--- config.mk ---
export PLATFORM = sky130hd
export DESIGN_NAME = usb_bridge_top
export DESIGN_NICKNAME = d
export VERILOG_FILES = /design/src/design/usb_bridge_pkg.sv /design/src/design/usb_rx_fifo.sv /design/src/design/usb_func_ctrl.sv /design/src/design/usb_reg_bank.sv /design/src/design/usb_bridge_top.sv
export SDC_FILE = /design/constraint.sdc
export NUM_CORES = 1
export LEC_CHECK = 0
export BUFFER_PORTS_ARGS = -buffer_cell sky130_fd_sc_hd__buf_4
export CORE_AREA = 2 2 117 96
export CTS_BUF_LIST = sky130_fd_sc_hd__clkbuf_4 sky130_fd_sc_hd__clkbuf_8
export DETAILED_ROUTE_END_ITERATION = 16
export DIE_AREA = 0 0 119 98
export PLACE_DENSITY = 0.95
export SLEW_MARGIN = 20
export SYNTH_ARGS = -nofsm -noshare
export SYNTH_HDL_FRONTEND = slang
export SYNTH_HIERARCHICAL = 1
export SYNTH_SLANG_ARGS = --single-unit
--- constraint.sdc ---
create_clock -name clk_i -period 4.94 [get_ports clk_i]
set_input_delay 0.988 -clock clk_i [delete_from_list [all_inputs] [get_ports clk_i]]
set_output_delay 0.988 -clock clk_i [all_outputs]
set_load 0.01 [all_outputs]
--- src/design/usb_bridge_pkg.sv ---
`default_nettype none

package usb_bridge_pkg;

   // widths with a meaning on the register bus
   typedef logic [31:0] bus_data_t;   // one register word
   typedef logic [3:0]  bus_addr_t;   // byte address inside the bridge

   // payload types toward the function cores
   typedef logic [7:0]         byte_t;     // serial byte
   typedef logic signed [15:0] sample_t;   // one audio channel
   typedef logic [15:0]        key_t;      // keyboard usage value
   typedef logic [3:0]         pad_t;      // pad control bundle of one core

   // bit positions inside pad_t
   localparam int PAD_PULL = 0;   // D+ pull-up
   localparam int PAD_OE   = 1;   // output enable
   localparam int PAD_DP   = 2;   // D+ drive
   localparam int PAD_DN   = 3;   // D- drive

   // function codes as written into CCR bits 2:0
   typedef enum logic [2:0] {
      FUNC_NONE   = 3'd0,
      FUNC_AUDIO  = 3'd1,
      FUNC_KEY    = 3'd4,
      FUNC_SERIAL = 3'd5
   } func_e;

   // register byte offsets
   localparam bus_addr_t REG_CCR = 4'd0;
   localparam bus_addr_t REG_RDR = 4'd4;
   localparam bus_addr_t REG_TDR = 4'd8;
   localparam bus_addr_t REG_STA = 4'd12;

   // status register bits
   localparam int STA_TX_BUSY  = 0;
   localparam int STA_RX_AVAIL = 1;
   localparam int STA_RX_OVF   = 2;

   // serial receive fifo, depth kept a power of two so pointers wrap
   localparam int RX_FIFO_DEPTH = 4;
   localparam int RX_PTR_W      = $clog2(RX_FIFO_DEPTH);
   localparam int RX_CNT_W      = RX_PTR_W + 1;   // count reaches depth itself

endpackage

`default_nettype wire

--- src/design/usb_rx_fifo.sv ---
`timescale 1ns/10ps
`default_nettype none

module usb_rx_fifo (
   input  wire                       clk_i,
   input  wire                       rst_i,
   input  wire                       push_i,
   input  wire  usb_bridge_pkg::byte_t    data_i,
   input  wire                       pop_i,
   output usb_bridge_pkg::byte_t     head_o,
   output logic                      empty_o,
   output logic                      ovf_o
);
   import usb_bridge_pkg::*;

   byte_t               mem_q [RX_FIFO_DEPTH];
   logic [RX_PTR_W-1:0] rd_ptr_q;
   logic [RX_PTR_W-1:0] wr_ptr_q;
   logic [RX_CNT_W-1:0] count_q;
   logic                full;
   logic                do_push;
   logic                do_pop;

   assign empty_o = (count_q == '0);
   assign full    = (count_q == RX_CNT_W'(RX_FIFO_DEPTH));

   assign do_pop  = pop_i && !empty_o;              // pop on empty ignored
   assign do_push = push_i && (!full || do_pop);    // a pop frees room on the same edge
   assign ovf_o   = push_i && !do_push;             // byte lost

   always_ff @(posedge clk_i) begin
      if (rst_i) begin
         rd_ptr_q <= '0;
         wr_ptr_q <= '0;
         count_q  <= '0;
      end else begin
         if (do_push)
            wr_ptr_q <= wr_ptr_q + 1'b1;   // wraps at depth
         if (do_pop)
            rd_ptr_q <= rd_ptr_q + 1'b1;
         count_q <= count_q + RX_CNT_W'(do_push) - RX_CNT_W'(do_pop);
      end
   end

   // storage
   always_ff @(posedge clk_i) begin
      if (do_push)
         mem_q[wr_ptr_q] <= data_i;
   end

   assign head_o = mem_q[rd_ptr_q];   // first-word fall-through

   a_count_bound: assert property (@(posedge clk_i) disable iff (rst_i)
      count_q <= RX_CNT_W'(RX_FIFO_DEPTH));

endmodule

`default_nettype wire

--- src/design/usb_func_ctrl.sv ---
`timescale 1ns/10ps
`default_nettype none

module usb_func_ctrl (
   input  wire                        clk_i,
   input  wire                        rst_i,
   input  wire  usb_bridge_pkg::func_e     ccr_func_i,
   input  wire                        tx_busy_i,
   input  wire  usb_bridge_pkg::pad_t      pad_audio_i,
   input  wire  usb_bridge_pkg::pad_t      pad_key_i,
   input  wire  usb_bridge_pkg::pad_t      pad_serial_i,
   input  wire                        send_ready_i,
   input  wire                        audio_en_i,
   output usb_bridge_pkg::func_e      func_sel_o,
   output logic                       audio_rst_o,
   output logic                       key_rst_o,
   output logic                       serial_rst_o,
   output logic                       usb_dp_pull_o,
   output logic                       usb_oe_o,
   output logic                       usb_dp_tx_o,
   output logic                       usb_dn_tx_o,
   output logic                       send_valid_o,
   output logic                       key_request_o,
   output logic                       tx_done_o,
   output logic                       audio_capture_o
);
   import usb_bridge_pkg::*;

   func_e func_q;      // the function currently in charge
   pad_t  pad_sel;     // routed pad bundle
   logic  key_req_q;   // one cycle key press toward the keyboard core
   logic  key_sel;
   logic  send_fire;   // serial byte handed over this cycle

   assign key_sel = (func_q == FUNC_KEY);

   always_ff @(posedge clk_i) begin
      if (rst_i) begin
         func_q    <= FUNC_NONE;
         key_req_q <= 1'b0;
      end else begin
         func_q    <= ccr_func_i;   // follows CCR one edge later
         // fire once per TDR, and not while the selection is moving away
         key_req_q <= key_sel && (ccr_func_i == FUNC_KEY) && tx_busy_i && !key_req_q;
      end
   end

   // every core except the selected one is held in reset
   assign audio_rst_o  = rst_i || (func_q != FUNC_AUDIO);
   assign key_rst_o    = rst_i || (func_q != FUNC_KEY);
   assign serial_rst_o = rst_i || (func_q != FUNC_SERIAL);

   always_comb begin
      case (func_q)
         FUNC_AUDIO:  pad_sel = pad_audio_i;
         FUNC_KEY:    pad_sel = pad_key_i;
         FUNC_SERIAL: pad_sel = pad_serial_i;
         default:     pad_sel = '0;   // nothing selected, bus released
      endcase
   end

   assign usb_dp_pull_o = pad_sel[PAD_PULL];
   assign usb_oe_o      = pad_sel[PAD_OE];
   assign usb_dp_tx_o   = pad_sel[PAD_DP];
   assign usb_dn_tx_o   = pad_sel[PAD_DN];

   // serial transmit handshake
   assign send_valid_o = (func_q == FUNC_SERIAL) && tx_busy_i;
   assign send_fire    = send_valid_o && send_ready_i;

   assign key_request_o = key_req_q;
   assign tx_done_o     = send_fire || key_req_q;   // either one retires TDR

   // audio strobes only count for the active audio core
   assign audio_capture_o = audio_en_i && (func_q == FUNC_AUDIO);

   assign func_sel_o = func_q;

   // never two cores out of reset together
   a_one_core_live: assert property (@(posedge clk_i)
      $onehot0({!audio_rst_o, !key_rst_o, !serial_rst_o}));

   a_key_pulse: assert property (@(posedge clk_i) disable iff (rst_i)
      key_request_o |=> !key_request_o);

   // valid holds through back-pressure while the selection stays put
   a_send_hold: assert property (@(posedge clk_i) disable iff (rst_i)
      send_valid_o && !send_ready_i && (ccr_func_i == func_q) |=> send_valid_o);

endmodule

`default_nettype wire

--- src/design/usb_reg_bank.sv ---
`timescale 1ns/10ps
`default_nettype none

module usb_reg_bank (
   input  wire                        clk_i,
   input  wire                        rst_i,
   input  wire                        write_i,
   input  wire  [3:0]                 be_i,
   input  wire  usb_bridge_pkg::bus_addr_t addr_i,
   input  wire  usb_bridge_pkg::bus_data_t wdata_i,
   input  wire  usb_bridge_pkg::func_e     func_sel_i,
   input  wire                        tx_done_i,
   input  wire                        audio_capture_i,
   input  wire  usb_bridge_pkg::sample_t   audio_li_i,
   input  wire  usb_bridge_pkg::sample_t   audio_ri_i,
   input  wire  usb_bridge_pkg::byte_t     fifo_head_i,
   input  wire                        fifo_empty_i,
   input  wire                        fifo_ovf_i,
   output usb_bridge_pkg::bus_data_t  rdata_o,
   output usb_bridge_pkg::func_e      ccr_func_o,
   output logic                       tx_busy_o,
   output usb_bridge_pkg::bus_data_t  tdr_o,
   output logic                       fifo_pop_o
);
   import usb_bridge_pkg::*;

   logic [2:0] ccr_code_q;     // raw function code
   bus_data_t  tdr_q;
   bus_data_t  rdr_audio_q;    // left in 31:16, right in 15:0
   logic       audio_flag_q;   // new audio capture waiting
   logic       tx_busy_q;
   logic       ovf_q;          // sticky receive overflow
   logic       wr_ccr;
   logic       wr_tdr;
   logic       wr_sta;
   logic       tdr_accept;
   logic       clr_avail;
   logic       clr_ovf;
   logic       serial_sel;
   logic       tx_owner;       // a function that drains TDR is selected
   logic       rx_avail;

   assign wr_ccr = write_i && (addr_i == REG_CCR);
   assign wr_tdr = write_i && (addr_i == REG_TDR);
   assign wr_sta = write_i && (addr_i == REG_STA) && be_i[0];   // status bits live in byte 0

   assign serial_sel = (func_sel_i == FUNC_SERIAL);
   assign tx_owner   = serial_sel || (func_sel_i == FUNC_KEY);
   assign tdr_accept = wr_tdr && !tx_busy_q;   // writes while busy are dropped
   assign clr_avail  = wr_sta && wdata_i[STA_RX_AVAIL];
   assign clr_ovf    = wr_sta && wdata_i[STA_RX_OVF];

   assign fifo_pop_o = clr_avail && serial_sel;   // w1c on RX_AVAIL pops the head
   assign rx_avail   = serial_sel ? !fifo_empty_i : audio_flag_q;

   // code to function, unused codes select nothing
   always_comb begin
      case (ccr_code_q)
         3'd1:    ccr_func_o = FUNC_AUDIO;
         3'd4:    ccr_func_o = FUNC_KEY;
         3'd5:    ccr_func_o = FUNC_SERIAL;
         default: ccr_func_o = FUNC_NONE;
      endcase
   end

   always_ff @(posedge clk_i) begin
      if (rst_i) begin
         ccr_code_q   <= 3'd0;
         tdr_q        <= '0;
         rdr_audio_q  <= '0;
         audio_flag_q <= 1'b0;
         tx_busy_q    <= 1'b0;
         ovf_q        <= 1'b0;
      end else begin
         if (wr_ccr && be_i[0])
            ccr_code_q <= wdata_i[2:0];

         if (tdr_accept) begin
            for (int b = 0; b < 4; b++) begin
               if (be_i[b])
                  tdr_q[8*b +: 8] <= wdata_i[8*b +: 8];
            end
         end

         // busy only means something while serial or keyboard consumes TDR
         if (!tx_owner || tx_done_i)
            tx_busy_q <= 1'b0;
         else if (tdr_accept)
            tx_busy_q <= 1'b1;

         if (audio_capture_i) begin
            rdr_audio_q  <= {audio_li_i, audio_ri_i};
            audio_flag_q <= 1'b1;   // fresh sample wins over a clear
         end else if (clr_avail && (func_sel_i == FUNC_AUDIO)) begin
            audio_flag_q <= 1'b0;
         end

         if (fifo_ovf_i)
            ovf_q <= 1'b1;
         else if (clr_ovf)
            ovf_q <= 1'b0;
      end
   end

   // read mux
   always_comb begin
      case (addr_i)
         REG_CCR: rdata_o = {29'd0, ccr_code_q};
         REG_RDR: begin
            if (serial_sel)
               rdata_o = fifo_empty_i ? '0 : {24'd0, fifo_head_i};
            else
               rdata_o = rdr_audio_q;
         end
         REG_TDR: rdata_o = tdr_q;
         REG_STA: rdata_o = {29'd0, ovf_q, rx_avail, tx_busy_q};
         default: rdata_o = '0;
      endcase
   end

   assign tx_busy_o = tx_busy_q;
   assign tdr_o     = tdr_q;

   // completion from the control side only answers an outstanding TDR
   a_done_needs_busy: assert property (@(posedge clk_i) disable iff (rst_i)
      tx_done_i |-> tx_busy_q);

endmodule

`default_nettype wire

--- src/design/usb_bridge_top.sv ---
`timescale 1ns/10ps
`default_nettype none

module usb_bridge_top (
   input  wire                        clk_i,
   input  wire                        rst_i,
   // register bus
   input  wire                        write_i,
   input  wire  [3:0]                 be_i,
   input  wire  usb_bridge_pkg::bus_addr_t addr_i,
   input  wire  usb_bridge_pkg::bus_data_t wdata_i,
   output usb_bridge_pkg::bus_data_t  rdata_o,
   // pads from each core
   input  wire  usb_bridge_pkg::pad_t      pad_audio_i,
   input  wire  usb_bridge_pkg::pad_t      pad_key_i,
   input  wire  usb_bridge_pkg::pad_t      pad_serial_i,
   // per core resets, active high
   output logic                       audio_rst_o,
   output logic                       key_rst_o,
   output logic                       serial_rst_o,
   // routed pads toward the board buffer
   output logic                       usb_dp_pull_o,
   output logic                       usb_oe_o,
   output logic                       usb_dp_tx_o,
   output logic                       usb_dn_tx_o,
   // serial core
   input  wire  usb_bridge_pkg::byte_t     recv_data_i,
   input  wire                        recv_valid_i,
   output usb_bridge_pkg::byte_t      send_data_o,
   output logic                       send_valid_o,
   input  wire                        send_ready_i,
   // audio core
   input  wire                        audio_en_i,
   input  wire  usb_bridge_pkg::sample_t   audio_li_i,
   input  wire  usb_bridge_pkg::sample_t   audio_ri_i,
   output usb_bridge_pkg::sample_t    audio_lo_o,
   output usb_bridge_pkg::sample_t    audio_ro_o,
   // keyboard core
   output usb_bridge_pkg::key_t       key_value_o,
   output logic                       key_request_o
);
   import usb_bridge_pkg::*;

   func_e     ccr_func;       // requested by the CPU
   func_e     func_sel;       // in effect
   logic      tx_busy;
   logic      tx_done;
   logic      audio_capture;
   bus_data_t tdr;
   byte_t     fifo_head;
   logic      fifo_empty;
   logic      fifo_ovf;
   logic      fifo_pop;
   logic      fifo_push;

   assign fifo_push = recv_valid_i && (func_sel == FUNC_SERIAL);

   // TDR fans out to every transmit path
   assign send_data_o = tdr[7:0];
   assign key_value_o = tdr[15:0];
   assign audio_lo_o  = tdr[31:16];
   assign audio_ro_o  = tdr[15:0];

   usb_func_ctrl ctrl_i (
      .clk_i           (clk_i),
      .rst_i           (rst_i),
      .ccr_func_i      (ccr_func),
      .tx_busy_i       (tx_busy),
      .pad_audio_i     (pad_audio_i),
      .pad_key_i       (pad_key_i),
      .pad_serial_i    (pad_serial_i),
      .send_ready_i    (send_ready_i),
      .audio_en_i      (audio_en_i),
      .func_sel_o      (func_sel),
      .audio_rst_o     (audio_rst_o),
      .key_rst_o       (key_rst_o),
      .serial_rst_o    (serial_rst_o),
      .usb_dp_pull_o   (usb_dp_pull_o),
      .usb_oe_o        (usb_oe_o),
      .usb_dp_tx_o     (usb_dp_tx_o),
      .usb_dn_tx_o     (usb_dn_tx_o),
      .send_valid_o    (send_valid_o),
      .key_request_o   (key_request_o),
      .tx_done_o       (tx_done),
      .audio_capture_o (audio_capture)
   );

   usb_reg_bank regs_i (
      .clk_i           (clk_i),
      .rst_i           (rst_i),
      .write_i         (write_i),
      .be_i            (be_i),
      .addr_i          (addr_i),
      .wdata_i         (wdata_i),
      .func_sel_i      (func_sel),
      .tx_done_i       (tx_done),
      .audio_capture_i (audio_capture),
      .audio_li_i      (audio_li_i),
      .audio_ri_i      (audio_ri_i),
      .fifo_head_i     (fifo_head),
      .fifo_empty_i    (fifo_empty),
      .fifo_ovf_i      (fifo_ovf),
      .rdata_o         (rdata_o),
      .ccr_func_o      (ccr_func),
      .tx_busy_o       (tx_busy),
      .tdr_o           (tdr),
      .fifo_pop_o      (fifo_pop)
   );

   // flushed whenever the serial core sits in reset
   usb_rx_fifo rx_fifo_i (
      .clk_i   (clk_i),
      .rst_i   (serial_rst_o),
      .push_i  (fifo_push),
      .data_i  (recv_data_i),
      .pop_i   (fifo_pop),
      .head_o  (fifo_head),
      .empty_o (fifo_empty),
      .ovf_o   (fifo_ovf)
   );

endmodule

`default_nettype wire

==> key figures, run 1 <==
Cells and area
  – Area of the multi-input gates: 2670 um2
  – Fin nets: 794
  – Fill cells: 753
  – Share of cells above drive strength 1: 35.5%
  – FF+latch area: 2620 um2
  – Diodes inserted: 0
  – Final std cells w/o fill: 846
  – Fin util: 69.8%
  – Final Cell Area: 7390 um2
  – Area grow syn2layout: 29.9%

Clock network
  – Sink Count: 115
  – Total CTS buffers: 17
  – CTS clock-pin slew for the worst setup and hold paths: 60 ps
  – Worst skew pair latency: 420 ps
  – Post-CTS resize count: 0
  – Clock Tree Root: clkbuf_8
  – H-tree Lvls: 4
  – Clk buf depth: 2
  – Hold buffers post-CTS: 0
  – CTS tree: built
  – Setup Fix Bufs, Post-CTS: 0

Yosys
  – Sequential-to-total area share from yosys stat: 46.1%
  – YS warnings: 6
  – Synth cell types: 47
  – Number of synthesized flops with an enable pin: 32
  – Post-synth ARST share: 0%
  – Post-synth top flop: dfxtp_1
  – Syn Inst Count: 536
  – Synth Net Count: 641
  – Flops & latches, synth: 115
  – Synth Cell Area: 5690 um2
  – Post-Syn Area per Cell: 10.6 um2

Power
  – Post-layout power: 1.99 mW
  – VDD IR max: 0.164 mV
  – P_leak: 2.93 nW
  – PwrDens: 269 nW/um2

Drt
  – DRC: 0
  – Routed len/inst: 17.7 um
  – Drt first pass iters: 5
  – Detailed Route WL: 15,000 um
  – Vias per cell: 5.52
  – ANT nets after route: 0
  – Via count: 4,667
  – DR iter-0 viols: 285

Setup path
  – Worst path arrival time: 3940 ps
  – CP required: 5230 ps
  – Crit path max fanout: 36
  – Crit. End Element: flip-flop
  – Origin of the critical flop-to-flop path: ctrl_i/func_sel_o[0]
  – Slowest CP cell: dfxtp_1
  – Worst path cell trace: nand3b_1 -> buf_4 -> nor3_1 -> nor4b_4 -> nor2b_2 -> inv_1 -> ha_1 -> inv_1 -> ha_1 -> fa_1 -> xnor2_1 -> xnor2_1 -> nor2_1
  – R2R depth: 13
  – RR Endpoint: rx_fifo_i/count_q[2]
  – R2r setup slk: 1290 ps
  – Crit path launch type: flip-flop
  – Peak per-stage delay on the critical path: 700 ps
  – Critical path class: flip-flop to flip-flop

GRT
  – First-pass GRT wire length: 23,300 um
  – Vias in the first global route: 4,705
  – Largest net degree at the start of global routing: 106
  – Gr usage total: 25.4%
  – Number of antenna violations at the first check in global routing: 0
  – Total grt overflow: 0

Timing
  – Crit share post-route: 73.9%
  – Relative slew slack: 34.2%
  – RSZ-0062 raised after global routing: no
  – Upper clock frequency limit: 274 MHz
  – Final Critical Period: 3650 ps
  – Final Hold Fails: 0
  – Setup TNS: 0 ps
  – Clock skew: 8.78 ps
  – Slew @ Worst Pin: 986 ps
  – Fin. max-slew vios: 0
  – Finish-stage setup viols: 0

Floorplanning
  – Core ar.: 10,600 um2
  – Die extent in y: 98 um
  – Initial Utilization: 53.7%
  – Die Area: 11,700 um2
  – Die width: 119 um
  – Std cell rows: 34
  – Io pins: 195

Placed design
  – HPWL after detailed placement: 10,700 um
  – PortBufs: 194
  – DP Cell Count: 814
  – Placed cell area: 6980 um2
  – Placer Congestion: 0.905

Flow run
  – Max_cap viols: 0

Run status
  – Status: completed

Min path
  – Tightest Hold Check Type: flip-flop to flip-flop
  – Hold path startpoint: regs_i/rdr_audio_q[9]
  – Hold path cells: 2
  – WHS Endpoint: regs_i/rdr_audio_q[9]
==> metal layers <==
layer | part of all wire (%) | global-route usage [%]
met5 | 0 | 0
met4 | 3.7 | 14.5
met3 | 6.2 | 6.25
met2 | 50 | 43.0
met1 | 40 | 29.6
==> layout make-up <==
cell class              instances  share of cell area (%)
multi-input cells             349                    36.1
clock buffers                  21                    3.66
inverters                       8                   0.406
flip-flops and latches        115                    35.5
repair buffers                198                    20.1
well taps                     144                    2.44
clock inverters                11                    1.83
==> kinds of logic after synthesis <==
| group | share of synthesized area (%) |
|---|---|
| AOI/OAI and AO/OA | 6.62 |
| xor gates and xnor gates | 0.462 |
| adders and majority gates | 1.67 |
| buffers and inverters | 7.47 |
| DFF | 46.1 |
| muxes | 17.7 |
| other | 0.0659 |
| and+or+nand+nor | 19.9 |
==> state kept, by name (all words and copies together), names as in the netlist, named ones only <==
signal	flops
regs_i/ovf_q	1
rx_fifo_i/rd_ptr_q	2
regs_i/rdr_audio_q	32
rx_fifo_i/count_q	3
regs_i/audio_flag_q	1
regs_i/tx_busy_o	1
ctrl_i/func_sel_o	3
regs_i/tdr_o	32
rx_fifo_i/mem_q	32
regs_i/ccr_code_q	3
ctrl_i/key_request_o	1
rx_fifo_i/wr_ptr_q	2
==> Yosys cell counts, drive strengths merged (2+ instances only) <==
library cell | instances | area (um2)
nand3 | 4 | 20.0
xnor2 | 2 | 17.5
a31oi | 4 | 25.0
buf | 49 | 339
nor2b | 15 | 96.3
ha | 6 | 75.1
nand2b | 70 | 438
a32oi | 24 | 210
nor2 | 66 | 248
mux4 | 8 | 180
o21ai | 8 | 40.0
nand2 | 9 | 33.8
mux2 | 3 | 37.5
and2 | 6 | 37.5
and4b | 7 | 71.3
mux2i | 79 | 791
inv | 8 | 30.0
nand4bb | 3 | 33.8
a21oi | 6 | 30.0
nor3 | 3 | 15.0
edfxtp | 32 | 961
a211oi | 4 | 30.0
dfxtp | 83 | 1660
nand3b | 3 | 22.5
a2bb2oi | 2 | 17.5
clkbuf | 15 | 56.3
or3 | 2 | 12.5
nor4b | 3 | 56.3
==> through the flow <==
| step | setup WS (ps) | hold slack (ps) |
|---|---|---|
| after floorplan | 1470 | 454 |
| after global placement | 1290 | 470 |
| after detailed placement | 1150 | 487 |
| after CTS | 1310 | 501 |
| after global routing | 1060 | 519 |
| final | 1290 | 503 |
==> layout by cell type, fill, tap and decap left out, types with 3 or more instances in the layout <==
master     count
a211oi_1       4
a21oi_1        6
a31oi_1        4
a32oi_1       24
and2_1         6
and4b_1        6
buf_4        198
bufinv_16      3
clkbuf_4       3
clkbuf_8      18
clkinv_2       5
dfxtp_1       83
edfxtp_1      32
ha_1           6
inv_1          8
mux2i_1       79
mux4_2         8
nand2_1        9
nand2b_1      70
nand3_1        4
nand3b_1       3
nand4bb_1      3
nor2_1        66
nor2b_1       13
o21ai_0        8
==> worst max-delay path, delay by kind of cell, from the launching register on <==
family / cells / cell delay [ps]
buf+inv: 3 / 440
fa+ha+maj: 3 / 870
flops: 1 / 700
simple gates: 5 / 1190
xor+xnor: 2 / 320
==> how the worst max path moves through the flow <==
stage | from | end | slack (ps)
after global routing | ctrl_i/func_sel_o[0] | rx_fifo_i/count_q[2] | 1060
after floorplan | addr_i[3] | rx_fifo_i/count_q[2] | 1470
after CTS | ctrl_i/func_sel_o[0] | rx_fifo_i/count_q[2] | 1310
after global placement | addr_i[0] | rx_fifo_i/count_q[2] | 1290
after detailed placement | addr_i[0] | rx_fifo_i/count_q[2] | 1150
final | ctrl_i/func_sel_o[0] | rx_fifo_i/count_q[2] | 1290
==> power breakdown <==
group | total, mW | switching (mW) | internal, mW
logic | 0.131 | 0.0567 | 0.0744
clock network | 0.886 | 0.361 | 0.525
registers | 0.975 | 0.00443 | 0.971
total | 1.99 | 0.422 | 1.57
Power figures use the tool's default switching activity.
==> run 2: changes to the inputs <==
--- a/config.mk
+++ b/config.mk
@@ -6,11 +6,11 @@
 export NUM_CORES = 1
 export LEC_CHECK = 0
 export BUFFER_PORTS_ARGS = -buffer_cell sky130_fd_sc_hd__buf_4
-export CORE_AREA = 2 2 117 96
+export CORE_AREA = 2 2 127 104
 export CTS_BUF_LIST = sky130_fd_sc_hd__clkbuf_4 sky130_fd_sc_hd__clkbuf_8
 export DETAILED_ROUTE_END_ITERATION = 16
-export DIE_AREA = 0 0 119 98
-export PLACE_DENSITY = 0.95
+export DIE_AREA = 0 0 129 106
+export PLACE_DENSITY = 0.87
 export SLEW_MARGIN = 20
 export SYNTH_ARGS = -nofsm -noshare
 export SYNTH_HDL_FRONTEND = slang
==> constraint.sdc (replaced) <==
create_clock -name clk_i -period 3.1 [get_ports clk_i]
set_input_delay 0.62 -clock clk_i [delete_from_list [all_inputs] [get_ports clk_i]]
set_output_delay 0.62 -clock clk_i [all_outputs]
set_load 0.01 [all_outputs]
==> key figures, run 2 (same netlist as run 1, synthesis figures left out) <==
Placed design
  – Placer Congestion: 0.860 (-5.0%)
  – HPWL after detailed placement: 10,900 um (+1.1%)
  – DP Cell Count: 851 (+4.5%)
  – Placed cell area: 7070 um2 (+1.3%)
  – PortBufs: 194 (unchanged)
  – Setup Slack @ Placement: -27.9 ps (-1180 ps)

Setup path
  – R2r setup slk: 530 ps (-760 ps)
  – Origin of the critical flop-to-flop path: ctrl_i/func_sel_o[1]
  – CP required: 2480 ps (-2750 ps)
  – RR Endpoint: rx_fifo_i/count_q[2]
  – R2R depth: 12 (-1)
  – Slowest CP cell: dfxtp_1
  – Critical path class: flip-flop to primary output
  – Crit path launch type: flip-flop
  – Worst path cell trace: mux4_2 -> nor2b_1 -> mux2i_1 -> o21ai_0 -> buf_4
  – Peak per-stage delay on the critical path: 650 ps (-50 ps)
  – Crit path max fanout: 8 (-78%)
  – Crit. End Element: primary output
  – Worst path arrival time: 2240 ps (-1700 ps)

Cells and area
  – Final std cells w/o fill: 883 (+4.4%)
  – Fin util: 59.7% (-10 points)
  – Most frequent cells in the layout: buf_4 (204), dfxtp_1 (83), mux2i_1 (79)
  – Final Cell Area: 7490 um2 (+1.4%)
  – Fin nets: 800 (+0.76%)
  – Most common cell after layout, fill and taps aside: buf_4
  – Diodes inserted: 0 (unchanged)
  – Share of cells above drive strength 1: 36.2% (+0.69 points)
  – Area grow syn2layout: 31.7%

Timing
  – Setup TNS: 0 ps (unchanged)
  – Relative slew slack: 42.3% (+8.1 points)
  – Crit share post-route: 92.1%
  – Clock skew: 11.0 ps (+2.20 ps)
  – Hold slack: 397 ps (-106 ps)
  – Upper clock frequency limit: 350 MHz
  – Final Worst Setup Slack: 245 ps (-1050 ps)
  – Fin. max-slew vios: 0 (unchanged)
  – Final Hold Fails: 0 (unchanged)
  – Finish-stage setup viols: 0 (unchanged)
  – Final Critical Period: 2860 ps
  – Slew @ Worst Pin: 865 ps (-122 ps)
  – RSZ-0062 raised after global routing: no

Clock network
  – H-tree Lvls: 4 (unchanged)
  – Worst skew pair latency: 420 ps (about the same)
  – Hold buffers post-CTS: 0 (unchanged)
  – Post-CTS resize count: 1 (+1)
  – CTS clock-pin slew for the worst setup and hold paths: 80 ps (+20 ps)
  – Clk buf depth: 2 (unchanged)
  – Total CTS buffers: 17 (unchanged)
  – Clock Tree Root: clkbuf_8
  – CTS tree: built
  – Setup Fix Bufs, Post-CTS: 0 (unchanged)
  – Sink Count: 115 (unchanged)

Power
  – Post-layout power: 3.23 mW (+62%)
  – PwrDens: 430 nW/um2 (+60%)
  – VDD IR max: 0.215 mV (+31%)
  – P_leak: 2.95 nW (+0.71%)

Drt
  – DR iter-0 viols: 237 (-17%)
  – Vias per cell: 5.20 (-5.6%)
  – Routed len/inst: 17.4 um (-1.9%)
  – ANT nets after route: 0 (unchanged)
  – DRC: 0 (unchanged)
  – Detailed Route WL: 15,300 um (+2.4%)
  – Via count: 4,596 (-1.5%)
  – Drt first pass iters: 4 (-1)

Floorplanning
  – Io pins: 195 (unchanged)
  – Die extent in y: 106 um (+8.2%)
  – Die width: 129 um (+8.4%)
  – Initial Utilization: 45.4% (-8.4 points)
  – Std cell rows: 37 (+8.8%)
  – Core ar.: 12,500 um2 (+18%)
  – Die Area: 13,700 um2 (+17%)

GRT
  – Total grt overflow: 0 (unchanged)
  – First-pass GRT wire length: 23,700 um (+1.9%)
  – Largest net degree at the start of global routing: 106 (unchanged)
  – Gr usage total: 22.6% (-2.9 points)
  – Vias in the first global route: 4,648 (-1.2%)
  – Number of antenna violations at the first check in global routing: 0 (unchanged)

Min path
  – WHS Endpoint: rx_fifo_i/mem_q[3][4]
  – Hold path cells: 1 (-1)
  – Tightest Hold Check Type: input port to flip-flop
  – Hold path startpoint: recv_data_i[4]

Run status
  – Status: completed

Flow run
  – Max_cap viols: 0 (unchanged)
run 2: changes by cell type in the layout (fill, tap and decap cells not counted):
cell	before	now
inv_4	2	0
buf_4	198	204
clkbuf_8	18	17
clkinv_4	0	4
nor3_2	1	2
clkinv_2	5	1
clkbuf_4	3	1
inv_6	0	3
nor3_1	2	1
clkinvlp_4	1	3
run 2: area by class of cell:
class	instances	area [um2]
timing repair buffer	204	1530
fill	1037	5050
tap	175	219
clock inverter	14	179
sequential	115	2620
clock buffer	18	241
multi-input combinational	349	2670
inverter	8	30.0
run 2: worst max-delay path by stage:
| stage | from | end | slack [ps] | cells after the start |
|---|---|---|---|---|
| floorplan | addr_i[3] | rx_fifo_i/count_q[2] | 120 | 14 |
| global placement | addr_i[0] | rx_fifo_i/count_q[2] | 110 | 13 |
| detailed placement | addr_i[0] | rx_fifo_i/count_q[2] | -30 | 13 |
| CTS | flip-flop | rdata_o[5] | 160 | 5 |
| global route | flip-flop | rdata_o[5] | 20 | 5 |
| finish | flip-flop | rdata_o[5] | 240 | 5 |
run 2: power by group:
group	total, mW	switching (mW)	internal [mW]	leakage, nW
Combinational	0.217	0.0954	0.121	1.79
Sequential	1.55	0.00425	1.55	0.956
Clock	1.46	0.646	0.814	0.204
Total	3.23	0.745	2.48	2.95
run 2: worst max-delay path: cells and delay by family, from the launching register on:
| kind | cells | cell delay, ps |
|---|---|---|
| DFF | 1 | 650 |
| buffers and inverters | 1 | 150 |
| muxes | 2 | 750 |
| and+or+nand+nor | 1 | 150 |
| AOI/OAI and AO/OA | 1 | 110 |
run 2: routing by layer:
| layer | GRT usage, % | wire, um | up-vias |
|---|---|---|---|
| li1 | - | - | 2181 |
| met1 | 27.2 | 6430 | 2229 |
| met2 | 38.9 | 7740 | 167 |
| met3 | 6.44 | 948 | 19 |
| met4 | 7.22 | 205 | 0 |
| met5 | 0 | 0 | - |
